[src/source/msx_slots_pkg.sv]
package msx_slots_pkg;

   // cpu side widths
   typedef logic [15:0] cpu_addr_t;
   typedef logic [7:0]  data_t;

   // external ram address, 128 MB space
   typedef logic [26:0] ram_addr_t;

   // bank number for konami, segment number for the msx2 mapper
   typedef logic [7:0]  bank_t;

   // mapper outputs before the region base is added
   typedef logic [24:0] konami_addr_t;
   typedef logic [21:0] segment_addr_t;

   // 16 KB page, 8 KB konami bank
   localparam int page_bits        = 14;
   localparam int konami_bank_bits = 13;

   // subslot register lives at the very top of memory
   localparam cpu_addr_t expander_addr = 16'hFFFF;

   // offset mapper shifts page 1 down to zero
   localparam cpu_addr_t offset_base = 16'h4000;

   // filler address for unmapped konami accesses
   localparam ram_addr_t unmapped_addr = 27'hDEAD;

   // value the cpu sees on an empty location
   localparam data_t open_bus = 8'hFF;

   // msx2 mapper ports FC..FF
   localparam data_t segment_port_base = 8'hFC;

   typedef enum logic [2:0] {
      mapper_none,
      mapper_ram,
      mapper_linear,
      mapper_offset,
      mapper_konami,
      mapper_unused
   } mapper_t;

   // plain z80 bus levels
   typedef struct packed {
      cpu_addr_t addr;
      data_t     dout;
      logic      rd;
      logic      wr;
      logic      mreq;
      logic      iorq;
      logic      m1;
   } cpu_bus_t;

   // one entry of the 64 entry layout table
   typedef struct packed {
      logic [3:0] ref_ram;
      logic [1:0] offset_ram;
      logic       cart_num;
      mapper_t    mapper;
   } block_t;

   // one entry of the 16 entry ram region table
   typedef struct packed {
      ram_addr_t   base;
      // size counted in 16 KB pages
      logic [15:0] size;
      logic        ro;
   } ram_region_t;

   // result of the slot lookup for the current access
   typedef struct packed {
      mapper_t     mapper;
      logic        cart_num;
      logic [1:0]  offset_ram;
      ram_region_t region;
      logic        expander_rd;
      data_t       expander_val;
   } slot_sel_t;

endpackage
[src/source/msx_slots.sv]
`timescale 1ns/1ps

module msx_slots (
   input  logic                              clk,
   input  logic                              reset,
   input  msx_slots_pkg::cpu_bus_t           bus,
   input  logic [1:0]                        active_slot,
   input  logic [3:0]                        slot_expander_en,
   input  msx_slots_pkg::block_t      [63:0] slot_layout,
   input  msx_slots_pkg::ram_region_t [15:0] lookup_ram,
   input  msx_slots_pkg::data_t              ram_dout,
   output msx_slots_pkg::ram_addr_t          ram_addr,
   output msx_slots_pkg::data_t              ram_din,
   output logic                              ram_rnw,
   output logic                              ram_ce,
   output msx_slots_pkg::data_t              cpu_din
);
   import msx_slots_pkg::*;

   slot_sel_t     sel;
   konami_addr_t  konami_addr;
   logic          konami_unmapped;
   segment_addr_t segment_addr;
   logic          segment_req;
   data_t         segment_dout;

   // where the access goes
   slot_select i_slot_select (
      .clk              (clk),
      .reset            (reset),
      .bus              (bus),
      .active_slot      (active_slot),
      .slot_expander_en (slot_expander_en),
      .slot_layout      (slot_layout),
      .lookup_ram       (lookup_ram),
      .sel              (sel)
   );

   // konami rom banks, both cartridges
   konami_banks i_konami_banks (
      .clk             (clk),
      .reset           (reset),
      .bus             (bus),
      .sel             (sel),
      .konami_addr     (konami_addr),
      .konami_unmapped (konami_unmapped)
   );

   // msx2 ram segments on FC..FF
   ram_segments i_ram_segments (
      .clk          (clk),
      .reset        (reset),
      .bus          (bus),
      .sel          (sel),
      .segment_addr (segment_addr),
      .segment_req  (segment_req),
      .segment_dout (segment_dout)
   );

   // ram address, strobes and cpu read data
   mem_route i_mem_route (
      .bus             (bus),
      .sel             (sel),
      .konami_addr     (konami_addr),
      .konami_unmapped (konami_unmapped),
      .segment_addr    (segment_addr),
      .segment_req     (segment_req),
      .segment_dout    (segment_dout),
      .ram_dout        (ram_dout),
      .ram_addr        (ram_addr),
      .ram_din         (ram_din),
      .ram_rnw         (ram_rnw),
      .ram_ce          (ram_ce),
      .cpu_din         (cpu_din)
   );

endmodule

[src/source/mem_route.sv]
`timescale 1ns/1ps

module mem_route (
   input  msx_slots_pkg::cpu_bus_t   bus,
   input  msx_slots_pkg::slot_sel_t  sel,
   input  logic [24:0]               konami_addr,
   input  logic                      konami_unmapped,
   input  logic [21:0]               segment_addr,
   input  logic                      segment_req,
   input  msx_slots_pkg::data_t      segment_dout,
   input  msx_slots_pkg::data_t      ram_dout,
   output msx_slots_pkg::ram_addr_t  ram_addr,
   output msx_slots_pkg::data_t      ram_din,
   output logic                      ram_rnw,
   output logic                      ram_ce,
   output msx_slots_pkg::data_t      cpu_din
);
   import msx_slots_pkg::*;

   ram_addr_t none_addr;
   ram_addr_t linear_addr;
   ram_addr_t offset_addr;
   ram_addr_t size_mask;
   ram_addr_t mapper_addr;
   logic      unused_sel;

   // plain rom, page picked by offset_ram
   assign none_addr = ram_addr_t'(bus.addr[page_bits-1:0]) +
                      (ram_addr_t'(sel.offset_ram) << page_bits);

   // region size in bytes minus one
   assign size_mask = (ram_addr_t'(sel.region.size) << page_bits) - ram_addr_t'(1);

   // linear rom mirrors under the size mask
   assign linear_addr = ram_addr_t'(bus.addr) & size_mask;

   // rom starting at 4000
   assign offset_addr = ram_addr_t'(bus.addr) - ram_addr_t'(offset_base);

   always_comb begin
      if (konami_unmapped) begin
         mapper_addr = unmapped_addr;
      end else begin
         unique case (sel.mapper)
            mapper_none:   mapper_addr = none_addr;
            mapper_linear: mapper_addr = linear_addr;
            mapper_offset: mapper_addr = offset_addr;
            mapper_konami: mapper_addr = ram_addr_t'(konami_addr);
            mapper_ram:    mapper_addr = ram_addr_t'(segment_addr);
            default:       mapper_addr = unmapped_addr;
         endcase
      end
   end

   // region base first, mapper offset on top
   assign ram_addr = sel.region.base + mapper_addr;

   assign unused_sel = (sel.mapper == mapper_unused);

   // writes to a read only region never reach the ram
   assign ram_ce  = bus.mreq && (bus.rd || (bus.wr && !sel.region.ro)) && !unused_sel;
   assign ram_rnw = bus.rd;
   assign ram_din = bus.dout;

   // read data, first match wins
   always_comb begin
      if (segment_req) begin
         cpu_din = segment_dout;
      end else if (sel.expander_rd) begin
         cpu_din = sel.expander_val;
      end else if (unused_sel || konami_unmapped) begin
         cpu_din = open_bus;
      end else begin
         cpu_din = ram_dout;
      end
   end

endmodule

[src/source/ram_segments.sv]
`timescale 1ns/1ps

module ram_segments (
   input  logic                      clk,
   input  logic                      reset,
   input  msx_slots_pkg::cpu_bus_t   bus,
   input  msx_slots_pkg::slot_sel_t  sel,
   output logic [21:0]               segment_addr,
   output logic                      segment_req,
   output msx_slots_pkg::data_t      segment_dout
);
   import msx_slots_pkg::*;

   // one segment per 16 KB page
   bank_t [3:0] segments;

   logic  port_hit;
   logic  io_cycle;
   bank_t seg_mask;
   bank_t segment;

   // ports FC..FF, the low two bits pick the page
   assign port_hit = (bus.addr[7:2] == segment_port_base[7:2]);

   // m1 with iorq is an interrupt ack, not a port access
   assign io_cycle = bus.iorq && !bus.m1 && port_hit;

   always_ff @(posedge clk or posedge reset) begin
      if (reset) begin
         // page 0 gets the top segment
         for (int p = 0; p < 4; p++) begin
            segments[p] <= bank_t'(3 - p);
         end
      end else if (io_cycle && bus.wr) begin
         segments[bus.addr[1:0]] <= bus.dout;
      end
   end

   // segment count is a power of two
   assign seg_mask = sel.region.size[7:0] - bank_t'(1);

   // segment of the page being accessed
   assign segment = segments[bus.addr[15:page_bits]] & seg_mask;

   assign segment_addr = {segment, bus.addr[page_bits-1:0]};

   // port read back
   assign segment_req  = io_cycle && bus.rd;
   assign segment_dout = segment_req ? segments[bus.addr[1:0]] : open_bus;

endmodule

[src/source/konami_banks.sv]
`timescale 1ns/1ps

module konami_banks (
   input  logic                      clk,
   input  logic                      reset,
   input  msx_slots_pkg::cpu_bus_t   bus,
   input  msx_slots_pkg::slot_sel_t  sel,
   output logic [24:0]               konami_addr,
   output logic                      konami_unmapped
);
   import msx_slots_pkg::*;

   // four 8 KB windows per cartridge
   bank_t [1:0][3:0] banks;

   logic         konami_sel;
   logic         bank_wr;
   logic [1:0]   window;
   bank_t        bank;
   konami_addr_t size_mask;

   assign konami_sel = (sel.mapper == mapper_konami);

   // 4000 -> 0, 6000 -> 1, 8000 -> 2, A000 -> 3
   assign window = {~bus.addr[14], bus.addr[13]};

   // bank registers sit at 6000..BFFF, window 0 has none
   assign bank_wr = konami_sel && bus.mreq && bus.wr &&
                    (bus.addr >= 16'h6000) && (bus.addr < 16'hC000);

   always_ff @(posedge clk or posedge reset) begin
      if (reset) begin
         for (int c = 0; c < 2; c++) begin
            for (int b = 0; b < 4; b++) begin
               banks[c][b] <= bank_t'(b);
            end
         end
      end else if (bank_wr) begin
         banks[sel.cart_num][window] <= bus.dout;
      end
   end

   assign bank = banks[sel.cart_num][window];

   // rom size in bytes minus one
   assign size_mask = (konami_addr_t'(sel.region.size) << page_bits) - konami_addr_t'(1);

   assign konami_addr = (konami_addr_t'(bank) << konami_bank_bits |
                         konami_addr_t'(bus.addr[konami_bank_bits-1:0])) & size_mask;

   // only pages 1 and 2 carry rom
   assign konami_unmapped = konami_sel &&
                            ((bus.addr[15:14] == 2'b00) || (bus.addr[15:14] == 2'b11));

endmodule

[src/source/slot_select.sv]
`timescale 1ns/1ps

module slot_select (
   input  logic                              clk,
   input  logic                              reset,
   input  msx_slots_pkg::cpu_bus_t           bus,
   input  logic [1:0]                        active_slot,
   input  logic [3:0]                        slot_expander_en,
   input  msx_slots_pkg::block_t      [63:0] slot_layout,
   input  msx_slots_pkg::ram_region_t [15:0] lookup_ram,
   output msx_slots_pkg::slot_sel_t          sel
);
   import msx_slots_pkg::*;

   // one subslot register per primary slot
   data_t [3:0] subslot_reg;

   logic       expander_hit;
   logic       expander_wr;
   logic [1:0] page;
   logic [1:0] subslot;
   logic [5:0] layout_id;
   block_t     blk;

   // 16 KB page of the access
   assign page = bus.addr[15:page_bits];

   // FFFF only acts as a register in an expanded slot
   assign expander_hit = (bus.addr == expander_addr) && slot_expander_en[active_slot];
   assign expander_wr  = expander_hit && bus.mreq && bus.wr;

   always_ff @(posedge clk or posedge reset) begin
      if (reset) begin
         subslot_reg <= '0;
      end else if (expander_wr) begin
         subslot_reg[active_slot] <= bus.dout;
      end
   end

   // two bits per page, page 0 in bits 1:0
   assign subslot = subslot_reg[active_slot][{page, 1'b0} +: 2];

   // slot, subslot, page
   assign layout_id = {active_slot, subslot, page};
   assign blk       = slot_layout[layout_id];

   always_comb begin
      sel.mapper     = blk.mapper;
      sel.cart_num   = blk.cart_num;
      sel.offset_ram = blk.offset_ram;
      // second lookup, region of the block
      sel.region     = lookup_ram[blk.ref_ram];
      // the register reads back inverted
      sel.expander_rd  = expander_hit && bus.mreq && bus.rd;
      sel.expander_val = ~subslot_reg[active_slot];
   end

endmodule

[config.mk]
export PLATFORM = sky130hd
export DESIGN_NAME = msx_slots
export DESIGN_NICKNAME = d
export VERILOG_FILES = /design/src/source/msx_slots_pkg.sv /design/src/source/msx_slots.sv /design/src/source/mem_route.sv /design/src/source/ram_segments.sv /design/src/source/konami_banks.sv /design/src/source/slot_select.sv
export SDC_FILE = /design/constraint.sdc
export NUM_CORES = 1
export LEC_CHECK = 0
export BUFFER_PORTS_ARGS = -buffer_cell sky130_fd_sc_hd__buf_2
export CAP_MARGIN = 20
export CORE_AREA = 2 2 560 562
export CTS_CLUSTER_SIZE = 12
export DETAILED_ROUTE_END_ITERATION = 10
export DIE_AREA = 0 0 562 564
export SYNTH_ARGS = -nofsm -noshare
export SYNTH_HDL_FRONTEND = slang
export SYNTH_SLANG_ARGS = --single-unit
[constraint.sdc]
create_clock -name clk -period 19.97 [get_ports clk]
set_clock_uncertainty 0.05 [all_clocks]
set_input_delay 0.9985 -clock clk [delete_from_list [all_inputs] [get_ports clk]]
set_output_delay 0.9985 -clock clk [all_outputs]
set_load 0.02 [all_outputs]
==> reports/metrics.yaml <==
run_status: "complete, no violations"
cts-resized-gates: 0
largest_register_ff_count: 64
routed_via_density: 3.31
floorplan.rows: 205
finish.utilization_pct: 10.3
worst_ep_arrival_time_ps: 11520
dieHeight_um: 564
startpoint: "active_slot[0]"
leakage_nw: 13.7
critical_path.endpoint_type: "primary output"
ant_nets: 0
worst_tran_pin_value_ps: 1480
detail_route.iter0.violations: 2379
library_cell_with_the_largest_summed_area_after_synthesis: "sky130_fd_sc_hd__mux4_2"
worstSetupStartpointType: "input port"
cts_hold_buffers: 0
critical_path.reg2reg.endpoint: "i_konami_banks.banks[12]"
yosysSeqAreaShare_pct: 16.5
timing.setup.critical_path_class: "input port to primary output"
finalPower_w: 0.00194
area_growth_syn_to_layout_pct: 64.2
first_pass_grt_wire_length_mm: 255
clk_path_buf_depth: 2
num-fill-cells: 36200
clock_sink_count: 128
yosys_reg_bits: 128
highest_count_cells_in_the_layout_ignoring_fill_and_taps: "1,304 x sky130_fd_sc_hd__buf_2, 470 x sky130_fd_sc_hd__nand2_1, 253 x sky130_fd_sc_hd__mux2i_1"
top_flip_flop_cell_by_instance_count_after_synthesis: "sky130_fd_sc_hd__dfrtp_1"
core_region_area_mm2: 0.311
width_of_the_chip_um: 562
slowest_stage: "sky130_fd_sc_hd__mux4_2"
finalSetupTns_ps: 0
synth.top_cells.by_area: "sky130_fd_sc_hd__mux4_2 19%, sky130_fd_sc_hd__dfrtp_1 15%, sky130_fd_sc_hd__mux2i_1 13%, sky130_fd_sc_hd__nand2_1 9.1%, sky130_fd_sc_hd__mux2_2 7.0%"
synth_edf_count: 0
ratio_of_final_minimum_period_to_clock_period_pct: 62.9
tritoncts: "built"
timing.max_cap.violations: 0
insertion_delay_ps: 430
maxSlewViolCount: 0
cts-htree-levels: 4
worst_hold_path.endpoint: "i_konami_banks.banks[13]"
power.density_cell_area_mw_per_mm2: 60.5
number_of_failing_setup_endpoints_in_the_final_timing_report: 0
ir_drop_uv: 61.7
most_frequent_standard_cell_in_the_layout_excluding_fill_and_tap_cells: "sky130_fd_sc_hd__buf_2"
pwr-share-comb_pct: 68.8
critPathRequiredTime_ps: 18920
slowest_delay_ps: 700
regToRegSetupSlack_ps: 13550
firstDrtPassIters: 5
stdcell_count: 7634
design.portCount: 1434
seqPwrFrac_pct: 14.3
postSynthCellCount: 2137
synth.avg_cell_area_um2: 9.14
r2r_cells: 14
timing.critical_path.fanout_max: 49
wl_per_cell_um: 27.7
final_layout_size_suffix_gt1_share_pct: 54.0
start_util_pct: 6.29
synth_fp_nets: 3557
multiInputGateArea_mm2: 0.0153
register_area_mm2: 0.00322
launch_instance_of_the_worst_register_to_register_path: "i_slot_select.subslot_reg[21]"
largest_net_degree_at_the_start_of_global_routing: 75
hold_slack_ps: 432
number_of_remaining_drc_errors: 0
hold_path_depth: 1
synth_async_sr_flop_share_pct: 100
worst_setup_hold_path_clk_slew_ps: 50
synth.distinct_cells: 92
synth.yosys.warnings: 0
cts_root_buffer: "sky130_fd_sc_hd__clkbuf_16"
power_frac_clock_pct: 17.0
layout_min_cycle_time_ps: 12570
cts-buffers-inserted: 17
hold_viol_final: 0
fin_nets: 4761
syn_area_mm2: 0.0195
yosysTopAreaCellShare_pct: 19.2
grt_antenna_before_repair: 214
rsz0062_at_grt: "false"
numPlacedInstances: 7456
globalRoute.totalOverflow: 0
post-dp-hpwl_mm: 190
grt.total_usage_pct: 12.6
postCtsSetupBuffers: 0
swShare_pct: 52.2
power_switching_w: 0.00101
worst_slew_slack_as_a_fraction_of_its_limit_pct: 1.14
min_from: "i_konami_banks.banks[13]"
hp-class: "flop to flop"
via_count: 25300
numPortBuffers: 1305
achievable-frequency_ghz: 0.0796
grt_pass1_vias: 23300
wirelength_mm: 211
die_area_mm2: 0.317
internal_dissipation_w: 0.000927
gp_congestion: 0.949
cells by family after synthesis:
kind of cell             synth area share (%)
AND/OR/NAND/NOR                          17.2
multiplexers                             42.1
AO/OA/AOI/OAI                            14.9
buffers and inverters                    6.04
flip-flops                               16.5
adder cells (fa/ha/maj)                  2.02
XOR/XNOR                                 1.17
stage by stage:
| step | worst slack [ps] | area (um^2) |
|---|---|---|
| finish | 7400 | 32100 |
| global route | 6980 | 31900 |
| CTS | 6820 | 31600 |
| detailed placement | 6860 | 31000 |
| global placement | 6850 | 31000 |
| floorplan | 11140 | 19500 |
worst max-delay path, delay by kind of cell:
family	cells	cell delay (ps)
AOI/OAI and AO/OA	16	4080
xor gates and xnor gates	1	270
adders and majority gates	1	310
buffers and inverters	6	2710
muxes	4	2010
and+or+nand+nor	2	890
metal layers:
metal,GRT usage (%),share of wire (%),vias up
met5,0,0.25,-
met2,20.7,47,1842
li1,-,-,10800
met3,5.76,12,396
met1,13.8,36,12200
met4,5.88,4.7,80
layout make-up:
type	instances	area share, %
inverter	35	0.417
clock buffer	21	1.44
multi-input combinational	1769	47.8
timing repair buffer	1390	22.6
clock inverter	11	0.503
tap	4140	16.1
sequential	128	10.0
antenna	140	1.09
power by group through the flow:
stage	clock [W]	sequential, W	combinational, W
6_report	0.000329	0.000277	0.00133
5_1_grt	0.000344	0.000278	0.00143
4_1_cts	0.000331	0.000277	0.00139
3_5_place_dp	0	0.000281	0.00138
3_3_place_gp	0	0.000280	0.00137
2_1_floorplan	0	0.000279	0.000634
how the worst max path moves through the flow:
stage	to	slack [ps]
after detailed placement	ram_addr[26]	6860
final	ram_addr[25]	7400
after floorplan	ram_addr[26]	11140
after global placement	ram_addr[24]	6850
after global routing	ram_addr[26]	6980
after CTS	ram_addr[25]	6820
Yosys cell counts, types with 5 or more instances:
library cell,count
sky130_fd_sc_hd__a211oi_1,16
sky130_fd_sc_hd__nand4_1,13
sky130_fd_sc_hd__xnor2_1,22
sky130_fd_sc_hd__inv_1,34
sky130_fd_sc_hd__o21ai_1,13
sky130_fd_sc_hd__o22ai_1,20
sky130_fd_sc_hd__o221ai_1,5
sky130_fd_sc_hd__a311o_1,9
sky130_fd_sc_hd__mux2_2,122
sky130_fd_sc_hd__nor2_1,42
sky130_fd_sc_hd__dfrtp_1,116
sky130_fd_sc_hd__a2111oi_0,17
sky130_fd_sc_hd__a21o_1,6
sky130_fd_sc_hd__o21ai_0,23
sky130_fd_sc_hd__mux2_1,19
sky130_fd_sc_hd__buf_4,22
sky130_fd_sc_hd__nor3_1,11
sky130_fd_sc_hd__a2111oi_2,8
sky130_fd_sc_hd__a221oi_1,10
sky130_fd_sc_hd__mux4_2,167
sky130_fd_sc_hd__nor4_1,8
sky130_fd_sc_hd__a221o_1,5
sky130_fd_sc_hd__nand2_1,472
sky130_fd_sc_hd__a211o_1,6
sky130_fd_sc_hd__mux2i_1,259
sky130_fd_sc_hd__buf_1,17
sky130_fd_sc_hd__nand3_1,70
sky130_fd_sc_hd__or3_1,9
sky130_fd_sc_hd__a21oi_1,64
sky130_fd_sc_hd__clkbuf_1,85
sky130_fd_sc_hd__mux2_4,16
sky130_fd_sc_hd__and3_1,64
sky130_fd_sc_hd__nor2b_1,11
sky130_fd_sc_hd__buf_2,67
sky130_fd_sc_hd__ha_1,30
sky130_fd_sc_hd__buf_6,13
sky130_fd_sc_hd__a311oi_1,78
sky130_fd_sc_hd__and2_1,16
sky130_fd_sc_hd__dfstp_2,12
sky130_fd_sc_hd__a31oi_1,38
sky130_fd_sc_hd__nand2b_1,14
No activity file was read; power rests on OpenSTA's default activity.
